[src/hw/dmix_pkg.sv]
// audio mixer shared constants
`default_nettype none

package dmix_pkg;

    // pcm sample width, two's complement
    localparam int unsigned SAMPLE_W = 24;

    // slots per input buffer, also the initial credit count
    localparam int unsigned BUF_DEPTH = 8;
    localparam int unsigned BUF_AW = 3;

    // i2s timing in clk491520 cycles
    localparam int unsigned BCK_DIV = 16;
    localparam int unsigned SLOT_BITS = 32;

endpackage

`default_nettype wire

[src/hw/sample_buffer.sv]
// credit-based input sample buffer
`timescale 1ns/1ns
`default_nettype none

module sample_buffer
    import dmix_pkg::*;
(
    input  wire                  clk491520,
    input  wire                  rst_ip,

    input  wire                  wr_i,
    input  wire [SAMPLE_W-1:0]   wr_data_i,
    input  wire                  wr_lr_i,
    output logic                 credit_o,

    input  wire                  pop_i,
    output logic                 head_valid_o,
    output logic [SAMPLE_W-1:0]  head_data_o,
    output logic                 head_lr_o
);

    // lr flag stored alongside each sample
    logic [SAMPLE_W:0] mem [BUF_DEPTH];

    logic [BUF_AW-1:0] wr_ptr;
    logic [BUF_AW-1:0] rd_ptr;
    logic [BUF_AW:0]   count;

    logic              wr_ok;
    logic              pop_ok;
    logic [BUF_AW-1:0] rd_ptr_nxt;
    logic [BUF_AW:0]   count_nxt;

    assign wr_ok = wr_i && (count != (BUF_AW + 1)'(BUF_DEPTH));
    assign pop_ok = pop_i && head_valid_o;

    assign rd_ptr_nxt = rd_ptr + BUF_AW'(pop_ok);
    assign count_nxt = count + (BUF_AW + 1)'(wr_ok) - (BUF_AW + 1)'(pop_ok);

    always_ff @(posedge clk491520) begin
        if (rst_ip) begin
            wr_ptr       <= '0;
            rd_ptr       <= '0;
            count        <= '0;
            head_valid_o <= 1'b0;
            credit_o     <= 1'b0;
        end else begin
            if (wr_ok) begin
                wr_ptr <= wr_ptr + 1'b1;
            end
            rd_ptr       <= rd_ptr_nxt;
            count        <= count_nxt;
            head_valid_o <= (count_nxt != '0);
            // one credit back per consumed sample
            credit_o     <= pop_ok;
        end
    end

    always_ff @(posedge clk491520) begin
        if (wr_ok) begin
            mem[wr_ptr] <= {wr_lr_i, wr_data_i};
        end
        // bypass when the new head is the word being written
        if (wr_ok && (wr_ptr == rd_ptr_nxt)) begin
            head_lr_o   <= wr_lr_i;
            head_data_o <= wr_data_i;
        end else begin
            {head_lr_o, head_data_o} <= mem[rd_ptr_nxt];
        end
    end

endmodule

`default_nettype wire

[src/hw/channel_mixer.sv]
// two-input saturating channel mixer
`timescale 1ns/1ns
`default_nettype none

module channel_mixer
    import dmix_pkg::*;
(
    input  wire                  clk491520,
    input  wire                  rst_ip,

    input  wire                  req_i,
    input  wire                  req_lr_i,

    input  wire                  a_valid_i,
    input  wire [SAMPLE_W-1:0]   a_data_i,
    input  wire                  a_lr_i,
    output logic                 a_pop_o,

    input  wire                  b_valid_i,
    input  wire [SAMPLE_W-1:0]   b_data_i,
    input  wire                  b_lr_i,
    output logic                 b_pop_o,

    output logic                 mix_valid_o,
    output logic [SAMPLE_W-1:0]  mix_data_o
);

    localparam logic [SAMPLE_W-1:0] SAT_MAX = {1'b0, {(SAMPLE_W - 1){1'b1}}};
    localparam logic [SAMPLE_W-1:0] SAT_MIN = {1'b1, {(SAMPLE_W - 1){1'b0}}};

    logic                       a_match;
    logic                       b_match;

    logic                       s1_valid;
    logic signed [SAMPLE_W-1:0] s1_a;
    logic signed [SAMPLE_W-1:0] s1_b;

    logic signed [SAMPLE_W:0]   sum_w;
    logic [SAMPLE_W-1:0]        sum_sat;

    // a head only counts when it belongs to the requested channel
    assign a_match = a_valid_i && (a_lr_i == req_lr_i);
    assign b_match = b_valid_i && (b_lr_i == req_lr_i);

    assign a_pop_o = req_i && a_match;
    assign b_pop_o = req_i && b_match;

    always_ff @(posedge clk491520) begin
        if (rst_ip) begin
            s1_valid    <= 1'b0;
            mix_valid_o <= 1'b0;
        end else begin
            s1_valid    <= req_i;
            mix_valid_o <= s1_valid;
        end
    end

    always_ff @(posedge clk491520) begin
        s1_a <= a_match ? a_data_i : '0;
        s1_b <= b_match ? b_data_i : '0;
    end

    // one guard bit is enough for two operands
    assign sum_w = {s1_a[SAMPLE_W-1], s1_a} + {s1_b[SAMPLE_W-1], s1_b};

    always_comb begin
        if (sum_w[SAMPLE_W] == sum_w[SAMPLE_W-1]) begin
            sum_sat = sum_w[SAMPLE_W-1:0];
        end else if (sum_w[SAMPLE_W]) begin
            sum_sat = SAT_MIN;
        end else begin
            sum_sat = SAT_MAX;
        end
    end

    always_ff @(posedge clk491520) begin
        if (s1_valid) begin
            mix_data_o <= sum_sat;
        end
    end

endmodule

`default_nettype wire

[src/hw/dac_drv.sv]
// i2s dac serializer
`timescale 1ns/1ns
`default_nettype none

module dac_drv
    import dmix_pkg::*;
(
    input  wire                  clk491520,
    input  wire                  rst_ip,

    output logic                 req_o,
    output logic                 req_lr_o,
    input  wire                  mix_valid_i,
    input  wire [SAMPLE_W-1:0]   mix_data_i,

    output logic                 bck_o,
    output logic                 lrck_o,
    output logic                 dac_data_o
);

    logic [$clog2(BCK_DIV)-1:0]   div_cnt;
    logic [$clog2(SLOT_BITS)-1:0] bit_cnt;
    logic                         lr;

    logic [$clog2(BCK_DIV)-1:0]   div_nxt;
    logic [$clog2(SLOT_BITS)-1:0] bit_nxt;
    logic                         lr_nxt;
    logic                         bit_edge;
    logic                         slot_start;

    logic [SAMPLE_W-1:0]          shreg;

    always_comb begin
        bit_edge   = (div_cnt == BCK_DIV - 1);
        slot_start = bit_edge && (bit_cnt == SLOT_BITS - 1);
        div_nxt    = bit_edge ? '0 : div_cnt + 1'b1;
        if (slot_start) begin
            bit_nxt = '0;
        end else if (bit_edge) begin
            bit_nxt = bit_cnt + 1'b1;
        end else begin
            bit_nxt = bit_cnt;
        end
        lr_nxt = slot_start ? ~lr : lr;
    end

    // counters park at the last right-channel bit so the first tick starts left
    always_ff @(posedge clk491520) begin
        if (rst_ip) begin
            div_cnt    <= '1;
            bit_cnt    <= '1;
            lr         <= 1'b1;
            req_o      <= 1'b0;
            req_lr_o   <= 1'b0;
            bck_o      <= 1'b0;
            lrck_o     <= 1'b0;
            dac_data_o <= 1'b0;
        end else begin
            div_cnt  <= div_nxt;
            bit_cnt  <= bit_nxt;
            lr       <= lr_nxt;
            req_o    <= slot_start;
            req_lr_o <= lr_nxt;
            // falling bck at the start of every bit period
            bck_o    <= (div_nxt >= BCK_DIV / 2);
            lrck_o   <= lr_nxt;
            if (bit_edge) begin
                dac_data_o <= (bit_nxt != '0) ? shreg[SAMPLE_W-1] : 1'b0;
            end
        end
    end

    // zeros shifted in cover the tail of the slot
    always_ff @(posedge clk491520) begin
        if (mix_valid_i) begin
            shreg <= mix_data_i;
        end else if (bit_edge && (bit_nxt != '0)) begin
            shreg <= {shreg[SAMPLE_W-2:0], 1'b0};
        end
    end

endmodule

`default_nettype wire

[src/hw/dmix_top.sv]
// audio mixer core top level
`timescale 1ns/1ns
`default_nettype none

module dmix_top
    import dmix_pkg::*;
(
    input  wire                  clk491520,
    input  wire                  rst_ip,

    input  wire                  a_wr_i,
    input  wire [SAMPLE_W-1:0]   a_data_i,
    input  wire                  a_lr_i,
    output logic                 a_credit_o,

    input  wire                  b_wr_i,
    input  wire [SAMPLE_W-1:0]   b_data_i,
    input  wire                  b_lr_i,
    output logic                 b_credit_o,

    output logic                 dac_bck_o,
    output logic                 dac_lrck_o,
    output logic                 dac_data_o
);

    logic                a_head_valid;
    logic [SAMPLE_W-1:0] a_head_data;
    logic                a_head_lr;
    logic                a_pop;

    logic                b_head_valid;
    logic [SAMPLE_W-1:0] b_head_data;
    logic                b_head_lr;
    logic                b_pop;

    logic                req;
    logic                req_lr;
    logic                mix_valid;
    logic [SAMPLE_W-1:0] mix_data;

    sample_buffer buf_a (
        .clk491520    (clk491520),
        .rst_ip       (rst_ip),
        .wr_i         (a_wr_i),
        .wr_data_i    (a_data_i),
        .wr_lr_i      (a_lr_i),
        .credit_o     (a_credit_o),
        .pop_i        (a_pop),
        .head_valid_o (a_head_valid),
        .head_data_o  (a_head_data),
        .head_lr_o    (a_head_lr)
    );

    sample_buffer buf_b (
        .clk491520    (clk491520),
        .rst_ip       (rst_ip),
        .wr_i         (b_wr_i),
        .wr_data_i    (b_data_i),
        .wr_lr_i      (b_lr_i),
        .credit_o     (b_credit_o),
        .pop_i        (b_pop),
        .head_valid_o (b_head_valid),
        .head_data_o  (b_head_data),
        .head_lr_o    (b_head_lr)
    );

    channel_mixer mixer (
        .clk491520   (clk491520),
        .rst_ip      (rst_ip),
        .req_i       (req),
        .req_lr_i    (req_lr),
        .a_valid_i   (a_head_valid),
        .a_data_i    (a_head_data),
        .a_lr_i      (a_head_lr),
        .a_pop_o     (a_pop),
        .b_valid_i   (b_head_valid),
        .b_data_i    (b_head_data),
        .b_lr_i      (b_head_lr),
        .b_pop_o     (b_pop),
        .mix_valid_o (mix_valid),
        .mix_data_o  (mix_data)
    );

    dac_drv dac (
        .clk491520   (clk491520),
        .rst_ip      (rst_ip),
        .req_o       (req),
        .req_lr_o    (req_lr),
        .mix_valid_i (mix_valid),
        .mix_data_i  (mix_data),
        .bck_o       (dac_bck_o),
        .lrck_o      (dac_lrck_o),
        .dac_data_o  (dac_data_o)
    );

endmodule

`default_nettype wire

[config.mk]
export PLATFORM = sky130hd
export DESIGN_NAME = dmix_top
export DESIGN_NICKNAME = d
export VERILOG_FILES = /design/src/hw/dmix_pkg.sv /design/src/hw/sample_buffer.sv /design/src/hw/channel_mixer.sv /design/src/hw/dac_drv.sv /design/src/hw/dmix_top.sv
export SDC_FILE = /design/constraint.sdc
export NUM_CORES = 1
export LEC_CHECK = 0
export BUFFER_PORTS_ARGS = -buffer_cell sky130_fd_sc_hd__buf_2
export CAP_MARGIN = 10
export CORE_MARGIN = 1
export CORE_UTILIZATION = 35
export CTS_BUF_LIST = sky130_fd_sc_hd__clkbuf_16
export CTS_CLUSTER_DIAMETER = 30
export DETAILED_ROUTE_END_ITERATION = 16
export GPL_TIMING_DRIVEN = 1
export REMOVE_ABC_BUFFERS = 1
export SLEW_MARGIN = 30
export SYNTH_ARGS = -nofsm -noshare
export SYNTH_HDL_FRONTEND = slang
export SYNTH_SLANG_ARGS = --single-unit
[constraint.sdc]
create_clock -name clk491520 -period 4.37 [get_ports clk491520]
set_input_delay 0.874 -clock clk491520 [delete_from_list [all_inputs] [get_ports clk491520]]
set_output_delay 0.874 -clock clk491520 [all_outputs]
set_load 0.05 [all_outputs]
==> reports/results.ini <==
[status]
status = finished clean

[clock_network]
numCtsBuffers = 99
clk_latency_ns = 0.63
cts_root_buffer = clkbuf_16
ctsLongestPathBuffers = 3
htreeDepth = 3
clk_pin_slew_ns = 0.04
cts_resized = 0
cts_tree = done
holdBufCountCts = 0
post_cts_buffers = 0
cts.sinks = 542

[global_route]
grt_pass1_wl_um = 67500
overflow = 0
grt_max_degree = 49
grt_usage = 0.142
antenna_found_initial = 4
grt_pass1_vias = 11628

[synthesis]
yosysWarnings = 0
syn_area_um2 = 21500
synthArstFlopShare = 0
synth_cell_types = 65
synth_top_family_by_area = multiplexers
synthTopCellsByArea = edfxtp_1 (63%), mux4_2 (10%), dfxtp_1 (8.8%)
netlist.top_cell.by_area = edfxtp_1
syn_avg_cell_area_um2 = 17.9
synthTopCellsByCount = edfxtp_1 (448), mux4_2 (100), dfxtp_1 (94)
synth_ff_type = edfxtp_1
synth_top_area_frac = 0.627
yosysMostFrequentCell = edfxtp_1
yosys.area_share.simple = 0.0431
synth_compound_area_frac = 0.0439
synth_edf_count = 448
yosysSeqAreaShare = 0.714
ys_ff_latch = 542
synth_xor_area_frac = 0.0147
synthAdderAreaFrac = 0.0279
synthMuxAreaShare = 0.141
synthCells = 1198

[sta]
fin_hold_ws_ns = 0.439
min_period_ns = 3.52
fmax_mhz = 284
fin_crit_sh = 0.806
worst_pin_slew_ns = 0.858
slew_headroom = 0.428
slew_viol_final = 0
rsz0062_at_grt = false
fin_ws_ns = 0.847
clock-skew-final_ns = 0.0235
hold_violations = 0
finalSetupViolations = 0

[run]
cap_violations = 0

[layout]
nNetsFinal = 1430
syn2layout_area_growth_pct = 22.2
fillers = 5126
layout-drive-gt1-share = 0.300

[floorplan]
rows = 90
core_area_um2 = 60500
dieArea_um2 = 62300
start_util = 0.355
pin_count = 59
die_h_um = 250
dieWidth_um = 250

[worst_hold_path]
hold_class = reg -> reg
hold_depth = 1
min_from = buf_b.rd_ptr[2]

[drt]
route.detailed.wl_per_inst_um = 19.7
first_pass_iters = 5
ant_nets = 0
num_vias = 10744
vias_per_cell = 4.89
drt_iter0_drc = 637
drc = 0
routed_wl_um = 43300

[critical_path]
worst_setup_path_end_kind = flip-flop
crit_path_cell_trace = mux4_2 > mux2i_1 > xor2_1 > nand2_1 > nor2_1 > ha_1 > inv_1 > ha_1 > inv_1 > fa_1 > xor2_1 > nor2_1 > or4_1
ff2ff_path_depth = 13
worstSetupPathType = reg -> reg
reg2reg_slack_ns = 0.85
critPathArrivalTime_ns = 4.00
slowest_delay_ns = 0.57
cp_max_fo = 16
cpMaxStageDelayCell = or4_1
start_kind = flip-flop
rr_endpoint = buf_b.head_valid_o
required_ns = 4.84

[placement]
place_hpwl_um = 25300
io_buffer_count = 58
place_ws_ns = 0.835
gp_congestion = 0.813

[pwr]
ir_drop_mv = 0.358
leakage_uw = 0.00895
power_density_nw_per_um2 = 616

worst max-delay path, delay by kind of cell, from the launching register on:
family,cells,cell delay (ns)
xor gates and xnor gates,2,0.31
adders and majority gates,3,0.81
buffers and inverters,2,0.12
DFF,1,0.54
muxes,2,0.72
and+or+nand+nor,4,0.88
kinds of logic (layout without fill, tap and decap cells):
kind of cell    Yosys count  after routing
flops                   542            542
simple gates            193            193
buf+inv                  76            293
mux                     175            175
other cells               0              1
xor+xnor                 36             36
compound gates          130            130
fa+ha+maj                46             46
report_power, final:
part | switching (µW) | internal (µW) | total, µW
clock | 2670 | 5070 | 7740
sequential | 191 | 6140 | 6330
combinational | 1260 | 837 | 2100
placed cells by master, fill, tap and decap left out, types with 14 or more instances in the layout:
| cell type | instances |
|---|---|
| mux4_2 | 100 |
| buf_4 | 22 |
| dfxtp_1 | 88 |
| buf_2 | 58 |
| xor2_1 | 17 |
| edfxtp_1 | 448 |
| a21oi_1 | 30 |
| mux2_2 | 23 |
| nand2b_1 | 15 |
| nor2_1 | 76 |
| ha_1 | 43 |
| inv_1 | 30 |
| nand2_1 | 40 |
| clkinv_1 | 14 |
| mux2i_1 | 52 |
| xnor2_1 | 19 |
| clkbuf_16 | 102 |
area by class of cell:
class	count	area, µm²	area share
Timing Repair Buffer	82	487	0.0186
Multi-Input combinational cell	580	5860	0.224
Tap cell	782	978	0.0373
Antenna cell	1	2.50	0.0000954
Inverter	25	93.8	0.00358
Clock inverter	84	907	0.0346
Clock buffer	102	2550	0.0973
Sequential cell	542	15300	0.585
through the flow:
step	setup TNS (ns)	power (µW)	util	std cells	instance area, µm²
6_report	0	16200	0.434	2198	26200
5_1_grt	0	16900	0.434	2197	26200
4_1_cts	0	16400	0.434	2197	26200
3_5_place_dp	0	8550	0.377	2011	22800
3_3_place_gp	0	8500	0.376	2011	22800
2_1_floorplan	-5.62	7860	-	1147	21200
routing by layer:
layer | vias up | part of all wire | global-route usage
li1 | 5011 | - | -
met1 | 5475 | 0.43 | 0.180
met2 | 199 | 0.51 | 0.238
met3 | 53 | 0.043 | 0.0325
met4 | 6 | 0.016 | 0.0503
met5 | - | 0.00074 | 0
flip-flops by register name (all words and copies together) (netlist names), 5 cells and up, named ones only:
register and flops:
mixer.mix_data_o 24, mixer.s1_a 24, dac.shreg 24, dac.bit_cnt 5, mixer.s1_b 24, buf_b.mem 200, buf_a.mem 200
how the worst max path moves through the flow:
stage,end,slack [ns]
after detailed placement,buf_b.head_valid_o,0.83
after CTS,buf_b.head_valid_o,0.79
final,buf_b.head_valid_o,0.85
after global routing,buf_b.head_valid_o,0.57
after floorplan,buf_b.head_valid_o,-1.08
after global placement,buf_b.head_valid_o,0.91
No activity file was read; power rests on OpenSTA's default activity.
